File: config.mk
export PLATFORM = sky130hd
export DESIGN_NAME = undo_log_top
export DESIGN_NICKNAME = d
export VERILOG_FILES = /design/src/undo_log_pkg.sv /design/src/undo_log_ack.sv /design/src/undo_log_capture.sv /design/src/undo_log_restore.sv /design/src/undo_log_top.sv
export VERILOG_INCLUDE_DIRS = /design/src
export SDC_FILE = /design/constraint.sdc
export NUM_CORES = 2
export LEC_CHECK = 0
export ABC_AREA = 1
export ABC_CLOCK_PERIOD_IN_PS = 14230
export CAP_MARGIN = 30
export CORE_ASPECT_RATIO = 1.5
export CORE_MARGIN = 10
export CORE_UTILIZATION = 60
export CTS_CLUSTER_DIAMETER = 40
export DETAILED_ROUTE_END_ITERATION = 8
export DONT_BUFFER_PORTS = 1
export GPL_TIMING_DRIVEN = 0
export PLACE_DENSITY = 0.76
export SLEW_MARGIN = 25
export SYNTH_ARGS = -nofsm -noshare
export SYNTH_HDL_FRONTEND = slang
export SYNTH_SLANG_ARGS = --single-unit
File: constraint.sdc
create_clock -name clk -period 14.23 [get_ports clk]
set_input_delay 0.7115 -clock clk [delete_from_list [all_inputs] [get_ports clk]]
set_output_delay 0.7115 -clock clk [all_outputs]
set_load 0.02 [all_outputs]
File: src/undo_log_config.svh
`ifndef UNDO_LOG_CONFIG_SVH
`define UNDO_LOG_CONFIG_SVH

`define UL_N_THREADS   4
`define UL_LOG_SLOTS   3
`define UL_LOG_ENTRIES 2
`define UL_ADDR_W      32
`define UL_DATA_W      32

// derived sizes of the log storage.
`define UL_N_SLOTS     (1 << `UL_LOG_SLOTS)
`define UL_N_ENTRIES   (1 << `UL_LOG_ENTRIES)

`endif

File: src/undo_log_pkg.sv
`include "undo_log_config.svh"

package undo_log_pkg;

   typedef logic [`UL_LOG_SLOTS-1:0]   slot_t;       // commit-queue slot.
   typedef logic [`UL_LOG_ENTRIES-1:0] entry_id_t;   // entry within a slot.
   typedef logic [`UL_LOG_ENTRIES:0]   entry_cnt_t;  // zero up to a full slot.

   typedef struct packed {
      logic [`UL_ADDR_W-1:0] addr;
      logic [`UL_DATA_W-1:0] data;   // old value to put back.
   } log_entry_t;

   typedef struct packed {
      log_entry_t entry;
      entry_id_t  id;
      slot_t      slot;
   } log_req_t;

   typedef struct packed {
      logic [`UL_ADDR_W-1:0] addr;
      logic [`UL_DATA_W-1:0] data;
   } mem_write_t;

endpackage

File: src/undo_log_ack.sv
module undo_log_ack (
   input  logic                     clk,
   input  logic                     rstn,
   input  logic                     start_valid,
   input  undo_log_pkg::slot_t      start_slot,
   input  undo_log_pkg::entry_cnt_t start_count,
   input  logic                     wr_done,
   input  logic                     mem_bvalid,
   output logic                     restore_done_valid,
   output undo_log_pkg::slot_t      restore_done_slot,
   input  logic                     restore_done_ready,
   output logic                     done_pending,
   output logic                     done_clear
);
   import undo_log_pkg::*;

   entry_cnt_t remaining_q;
   entry_cnt_t outstanding_q;
   slot_t      slot_q;
   logic       done_q;
   logic       pending_q;
   logic       handshake;

   assign handshake          = done_q && restore_done_ready;
   assign done_clear         = handshake;
   assign restore_done_valid = done_q;
   assign restore_done_slot  = slot_q;
   assign done_pending       = pending_q;

   always_ff @(posedge clk) begin
      if (!rstn) begin
         remaining_q <= '0;
         done_q      <= 1'b0;
         pending_q   <= 1'b0;
      end else begin
         if (start_valid) begin
            remaining_q <= start_count;
            pending_q   <= 1'b1;
            done_q      <= (start_count == '0);
         end else if (mem_bvalid) begin
            remaining_q <= remaining_q - 1'b1;
            if (remaining_q == entry_cnt_t'(1)) begin
               done_q <= 1'b1;   // last expected ack.
            end
         end
         if (handshake) begin
            done_q    <= 1'b0;
            pending_q <= 1'b0;
         end
      end
   end

   always_ff @(posedge clk) begin
      if (start_valid) begin
         slot_q <= start_slot;
      end
   end

   // writes issued but not yet acknowledged.
   always_ff @(posedge clk) begin
      if (!rstn) begin
         outstanding_q <= '0;
      end else begin
         case ({wr_done, mem_bvalid})
            2'b10:   outstanding_q <= outstanding_q + 1'b1;
            2'b01:   outstanding_q <= outstanding_q - 1'b1;
            default: outstanding_q <= outstanding_q;
         endcase
      end
   end

   a_no_stray_ack: assert property (@(posedge clk) disable iff (!rstn)
      mem_bvalid |-> (outstanding_q != '0) && (remaining_q != '0));

   a_done_hold: assert property (@(posedge clk) disable iff (!rstn)
      restore_done_valid && !restore_done_ready
         |=> restore_done_valid && $stable(restore_done_slot));

endmodule

File: src/undo_log_capture.sv
`include "undo_log_config.svh"

module undo_log_capture (
   input  logic                                       clk,
   input  logic                                       rstn,
   input  logic [`UL_N_THREADS-1:0]                   log_valid,
   input  undo_log_pkg::log_req_t [`UL_N_THREADS-1:0] log_req,
   output logic [`UL_N_THREADS-1:0]                   log_ready,
   input  logic                                       commit_valid,
   input  undo_log_pkg::slot_t                        commit_slot,
   input  logic                                       done_clear,
   input  undo_log_pkg::slot_t                        done_slot,
   input  undo_log_pkg::slot_t                        rd_slot,
   input  undo_log_pkg::entry_id_t                    rd_id,
   output undo_log_pkg::log_entry_t                   rd_entry,
   output undo_log_pkg::entry_cnt_t                   rd_count
);
   import undo_log_pkg::*;

   localparam int SEL_W = $clog2(`UL_N_THREADS);

   logic [SEL_W-1:0] sel;
   logic             accept;
   log_req_t         sel_req;
   log_entry_t       store [`UL_N_SLOTS][`UL_N_ENTRIES];
   entry_cnt_t       count_q [`UL_N_SLOTS];

   // lowest valid thread wins.
   always_comb begin
      sel = '0;
      for (int i = `UL_N_THREADS - 1; i >= 0; i--) begin
         if (log_valid[i]) begin
            sel = SEL_W'(i);
         end
      end
   end

   assign accept  = |log_valid;   // selected thread is always ready.
   assign sel_req = log_req[sel];

   for (genvar t = 0; t < `UL_N_THREADS; t++) begin : g_ready
      assign log_ready[t] = accept && (sel == SEL_W'(t));
   end

   always_ff @(posedge clk) begin
      if (accept) begin
         store[sel_req.slot][sel_req.id] <= sel_req.entry;
      end
      rd_entry <= store[rd_slot][rd_id];   // registered read port.
   end

   always_ff @(posedge clk) begin
      if (!rstn) begin
         for (int s = 0; s < `UL_N_SLOTS; s++) begin
            count_q[s] <= '0;
         end
      end else begin
         if (accept) begin
            count_q[sel_req.slot] <= entry_cnt_t'(sel_req.id) + 1'b1;   // last id marks the count.
         end
         if (commit_valid) begin
            count_q[commit_slot] <= '0;
         end
         if (done_clear) begin
            count_q[done_slot] <= '0;
         end
      end
   end

   assign rd_count = count_q[rd_slot];

   // the restored slot is wiped on the done handshake, so a new entry for it would be lost.
   a_log_not_restoring: assert property (@(posedge clk) disable iff (!rstn)
      accept && done_clear |-> sel_req.slot != done_slot);

endmodule

File: src/undo_log_restore.sv
module undo_log_restore (
   input  logic                     clk,
   input  logic                     rstn,
   input  logic                     restore_valid,
   input  undo_log_pkg::slot_t      restore_slot,
   output logic                     restore_ready,
   input  logic                     done_pending,
   output undo_log_pkg::slot_t      rd_slot,
   output undo_log_pkg::entry_id_t  rd_id,
   input  undo_log_pkg::log_entry_t rd_entry,
   input  undo_log_pkg::entry_cnt_t rd_count,
   output logic                     mem_wvalid,
   output undo_log_pkg::mem_write_t mem_write,
   input  logic                     mem_wready,
   output logic                     start_valid,
   output undo_log_pkg::slot_t      start_slot,
   output undo_log_pkg::entry_cnt_t start_count,
   output logic                     wr_done
);
   import undo_log_pkg::*;

   typedef enum logic [1:0] {
      ST_IDLE,
      ST_READ,
      ST_WRITE
   } state_t;

   state_t     state_q;
   slot_t      slot_q;
   entry_cnt_t cnt_q;
   entry_id_t  id_q;
   logic       accept;
   logic       last;

   assign restore_ready = (state_q == ST_IDLE) && !done_pending;
   assign accept        = restore_valid && restore_ready;

   assign start_valid = accept;
   assign start_slot  = restore_slot;
   assign start_count = rd_count;

   // while idle the read port follows the request so its count is ready at accept.
   assign rd_slot = (state_q == ST_IDLE) ? restore_slot : slot_q;
   assign rd_id   = id_q;

   assign mem_wvalid = (state_q == ST_WRITE);
   assign wr_done    = mem_wvalid && mem_wready;
   assign last       = (entry_cnt_t'(id_q) + 1'b1) == cnt_q;

   always_comb begin
      mem_write.addr = rd_entry.addr;
      mem_write.data = rd_entry.data;
   end

   always_ff @(posedge clk) begin
      if (!rstn) begin
         state_q <= ST_IDLE;
         id_q    <= '0;
      end else begin
         case (state_q)
            ST_IDLE: begin
               id_q <= '0;
               if (accept && (rd_count != '0)) begin
                  state_q <= ST_READ;   // empty slot goes straight to done.
               end
            end
            ST_READ: begin
               state_q <= ST_WRITE;   // entry lands on rd_entry.
            end
            ST_WRITE: begin
               if (mem_wready) begin
                  if (last) begin
                     state_q <= ST_IDLE;
                  end else begin
                     id_q    <= id_q + 1'b1;
                     state_q <= ST_READ;
                  end
               end
            end
            default: begin
               state_q <= ST_IDLE;
            end
         endcase
      end
   end

   always_ff @(posedge clk) begin
      if (accept) begin
         slot_q <= restore_slot;
         cnt_q  <= rd_count;
      end
   end

   // the payload comes from the capture read port, which must hold it under back-pressure.
   a_write_stable: assert property (@(posedge clk) disable iff (!rstn)
      mem_wvalid && !mem_wready |=> mem_wvalid && $stable(mem_write));

endmodule

File: src/undo_log_top.sv
`include "undo_log_config.svh"

module undo_log_top (
   input  logic                                       clk,
   input  logic                                       rstn,
   input  logic [`UL_N_THREADS-1:0]                   log_valid,
   input  undo_log_pkg::log_req_t [`UL_N_THREADS-1:0] log_req,
   output logic [`UL_N_THREADS-1:0]                   log_ready,
   input  logic                                       commit_valid,
   input  undo_log_pkg::slot_t                        commit_slot,
   input  logic                                       restore_valid,
   input  undo_log_pkg::slot_t                        restore_slot,
   output logic                                       restore_ready,
   output logic                                       mem_wvalid,
   output undo_log_pkg::mem_write_t                   mem_write,
   input  logic                                       mem_wready,
   input  logic                                       mem_bvalid,
   output logic                                       restore_done_valid,
   output undo_log_pkg::slot_t                        restore_done_slot,
   input  logic                                       restore_done_ready
);
   import undo_log_pkg::*;

   slot_t      rd_slot;
   entry_id_t  rd_id;
   log_entry_t rd_entry;
   entry_cnt_t rd_count;
   logic       start_valid;
   slot_t      start_slot;
   entry_cnt_t start_count;
   logic       wr_done;
   logic       done_pending;
   logic       done_clear;

   undo_log_capture u_capture (
      .clk          (clk),
      .rstn         (rstn),
      .log_valid    (log_valid),
      .log_req      (log_req),
      .log_ready    (log_ready),
      .commit_valid (commit_valid),
      .commit_slot  (commit_slot),
      .done_clear   (done_clear),
      .done_slot    (restore_done_slot),
      .rd_slot      (rd_slot),
      .rd_id        (rd_id),
      .rd_entry     (rd_entry),
      .rd_count     (rd_count)
   );

   undo_log_restore u_restore (
      .clk           (clk),
      .rstn          (rstn),
      .restore_valid (restore_valid),
      .restore_slot  (restore_slot),
      .restore_ready (restore_ready),
      .done_pending  (done_pending),
      .rd_slot       (rd_slot),
      .rd_id         (rd_id),
      .rd_entry      (rd_entry),
      .rd_count      (rd_count),
      .mem_wvalid    (mem_wvalid),
      .mem_write     (mem_write),
      .mem_wready    (mem_wready),
      .start_valid   (start_valid),
      .start_slot    (start_slot),
      .start_count   (start_count),
      .wr_done       (wr_done)
   );

   undo_log_ack u_ack (
      .clk                (clk),
      .rstn               (rstn),
      .start_valid        (start_valid),
      .start_slot         (start_slot),
      .start_count        (start_count),
      .wr_done            (wr_done),
      .mem_bvalid         (mem_bvalid),
      .restore_done_valid (restore_done_valid),
      .restore_done_slot  (restore_done_slot),
      .restore_done_ready (restore_done_ready),
      .done_pending       (done_pending),
      .done_clear         (done_clear)
   );

endmodule
==> results.md <==
* Global Route Usage Sum at 0.408
* Die height at 486 µm
* CP Buf/Inv Count at 3
* Final Hold Fails at 0
* Routed len/inst at 33.4 µm
* Cts bufs inserted at between 150 and 200
* Mapped cell area at ~87000 µm²
* Fin crit share at 0.296
* Starting Density at 0.605
* Top cell family by delay on the critical path: buffers and inverters
* Fmax at approximately 240 MHz
* Antenna violations before repair at 39
* Routed wire length at about 330000 µm
* Area of the core at between 100000 and 150000 µm²
* WS Path Type: reg2reg
* Max_slew headroom at 0.222
* Max VDD drop at roughly 0.16 mV
* Root Driver: clkbuf_16
* Tmin final at approximately 4.2 ns
* First-pass DRT Iterations at 9
* Setup crit start kind: flip-flop
* Die ar. at roughly 160000 µm²
* Mean post-synth cell area at roughly 12 µm²
* Arrival time worst endpoint at 4.92 ns
* Fill count at ~9.4k
* Area Growth Syn to Fin at 15.3%
* # rows at 170
* Seq/Total Area, Yosys at 0.733
* # DRC at 0
* Overall power at about 22 mW
* Critical path origin: u_restore.slot_q[1]$_DFFE_PP_
* Net Count, Synth at 7737
* Share of cells above drive strength 1 at 0.112
* Number of vias per cell at 6.76
* # Post-CTS Setup Buffers at 0
* H-tree levels at 4
* CP required at 14.93 ns
* Critical path, cell by cell: inv_1 > o21ai_1 > buf_2 > buf_1 > nand3_1 > nand3_1 > nand3_1 > nand3_1 > nand2_1
* CP Max Fanout at 10
* CP max stage delay at 0.80 ns
* Pins Over Slew Limit at 0
* Dpl hpwl at 238000 µm
* Total vias in the final route at about 67k
* Synthesized flop and latch total at approximately 2.2k
* Routability cong. at 0.967
* Max clock buf depth at 3
* Vias in the first global route at about 66k
* GRT Residual Overflow at 0
* Worst Tran Pin Value at about 1.2 ns
* Reg2reg start: u_restore.slot_q[1]$_DFFE_PP_
* RSZ-0062 raised after global routing: no
* Final setup violation count at 0
* HP Start: mem_wready
* Total Neg Setup Slack at 0 ns
* Crit-path slowest cell: o21ai_1
* Clock skew at around 0.037 ns
* Largest net degree at the start of global routing at between 40 and 50
* Mapped Cells at between 7k and 8k
* Starting DRC count in detailed routing at between 10k and 15k
* Reg clk slew, reported paths at around 0.060 ns
* Status: completed
* Clock latency on the worst-skew pair at approximately 0.89 ns
* Remaining antenna violation count at 0
* Layout Nets at approximately 8.2k
* Die W at roughly 330 µm
* Worst setup EP type: flip-flop
* Port bufs at 0
* Max cap viols at 0
* Power Density at 218 nW/µm²
* Io pins at 367
* Unique masters post-synth at 34
* TritonCTS Sinks at around 2.2k
* First-pass GRT wire length at 460000 µm
* Pleak at around 36 nW
* Yosys warning count at 0
* Worst path most repeated cell: nand3_1
* Worst hold path class: in2reg
* CTS tree: built
power breakdown:
group	leakage (nW)	switching (mW)	total, mW	internal, mW
logic	14.0	6.86	8.97	2.10
clock network	3.00	2.42	5.14	2.73
registers	18.7	0.251	7.69	7.43
cells in the final DEF, fill, tap and decap left out, types with 46 or more instances in the layout:
master,count
buf_16,71
buf_2,278
buf_6,117
clkbuf_1,156
clkbuf_16,198
dfxtp_1,97
edfxtp_1,2054
inv_1,103
nand2_1,2556
nand3_1,1841
nand4_1,64
nor2_1,51
o211ai_1,46
layout make-up:
class,count,area [µm²],area share
antenna,33,82.6,0.000825
buffer,475,2230,0.0223
clock buffer,245,5250,0.0525
clock inverter,116,880,0.00879
inverter,115,472,0.00471
multi-input combinational,4696,20800,0.207
sequential,2151,63600,0.636
tap,1892,2370,0.0236
timing repair buffer,253,4440,0.0443
worst paths after layout:
check / endpoint / slack, ns / depth (start not counted)
max: u_capture.rd_entry[11]$_DFF_P_ / 10.01 / 9
min: u_restore.state_q[1]$_SDFFE_PN0P_ / 0.05 / 3
max reg2reg: u_capture.rd_entry[11]$_DFF_P_ / 10.01 / 9
min reg2reg: u_capture.count_q[4][2]$_SDFFE_PP0P_ / 0.46 / 2
flip-flops by register name, summed over array words and instances (netlist names):
register and count:
u_ack.done_pending 1, u_ack.remaining_q 3, u_ack.restore_done_valid 1, u_capture.count_q 24, u_capture.rd_entry 64, u_capture.store 2048
u_restore.cnt_q 3, u_restore.rd_id 2, u_restore.slot_q 3, u_restore.state_q 2
tightest hold or removal path, delay by kind of cell:
| family | cells | cell delay, ns |
|---|---|---|
| buffers and inverters | 1 | 0.06 |
| AO/OA/AOI/OAI | 1 | 0.06 |
| AND/OR/NAND/NOR | 1 | 0.03 |
per-stage QoR:
stage | cells | hold slack (ns) | cell area (µm²) | utilization | worst slack [ns]
2_1_floorplan | 7437 | 0.436 | 86800 | - | 9.00
3_3_place_gp | 9329 | 0.447 | 89200 | 0.621 | 4.04
3_5_place_dp | 9576 | 0.452 | 93800 | 0.653 | 9.54
4_1_cts | 9940 | 0.0371 | 100000 | 0.696 | 10.37
5_1_grt | 9960 | 0.0482 | 100000 | 0.697 | 10.08
6_report | 9976 | 0.0511 | 100000 | 0.697 | 10.01
cells by family after synthesis:
logic type      Yosys count  synth area share
compound gates          136            0.0102
xor+xnor                  3          0.000303
fa+ha+maj                 7           0.00101
buf+inv                 590            0.0304
flops                  2151             0.733
simple gates           4550             0.225
synth_stat cells, drive strengths merged:
cell       n  area (µm²)
nand2   2561        9630
edfxtp  2054       61700
nand3   1841        9210
buf      342        1710
clkbuf   133         499
inv      114         428
dfxtp     97        1940
nor2      77         299
nand4     64         400
o211ai    46         345
a21oi     34         170
o21ai     23         115
a21o      18         135
ha         7        87.6
o21a       7        52.6
nand3b     3        22.5
nor3       3        15.0
a211oi     2        15.0
a32oi      2        17.5
xnor2      2        17.5
a221oi     1        8.76
a22o       1        8.76
a41oi      1        8.76
clkinv     1        3.75
o31ai      1        7.51
or2        1        6.26
xor2       1        8.76
per-layer routing:
metal  global-route usage  part of all wire  vias up
met5                    0           0.00049        -
met4                0.381              0.12       22
met3                0.126              0.14     2005
met2                0.642              0.46     6841
met1                0.432              0.28    31400
li1                     -                 -    27200
what timing repair did:
item / in CTS / in global routing
hold endpoints to repair: 3 / 0
hold buffers: 3 / 0
gates resized for setup: 0 / 0
No activity file was read; power rests on OpenSTA's default activity.
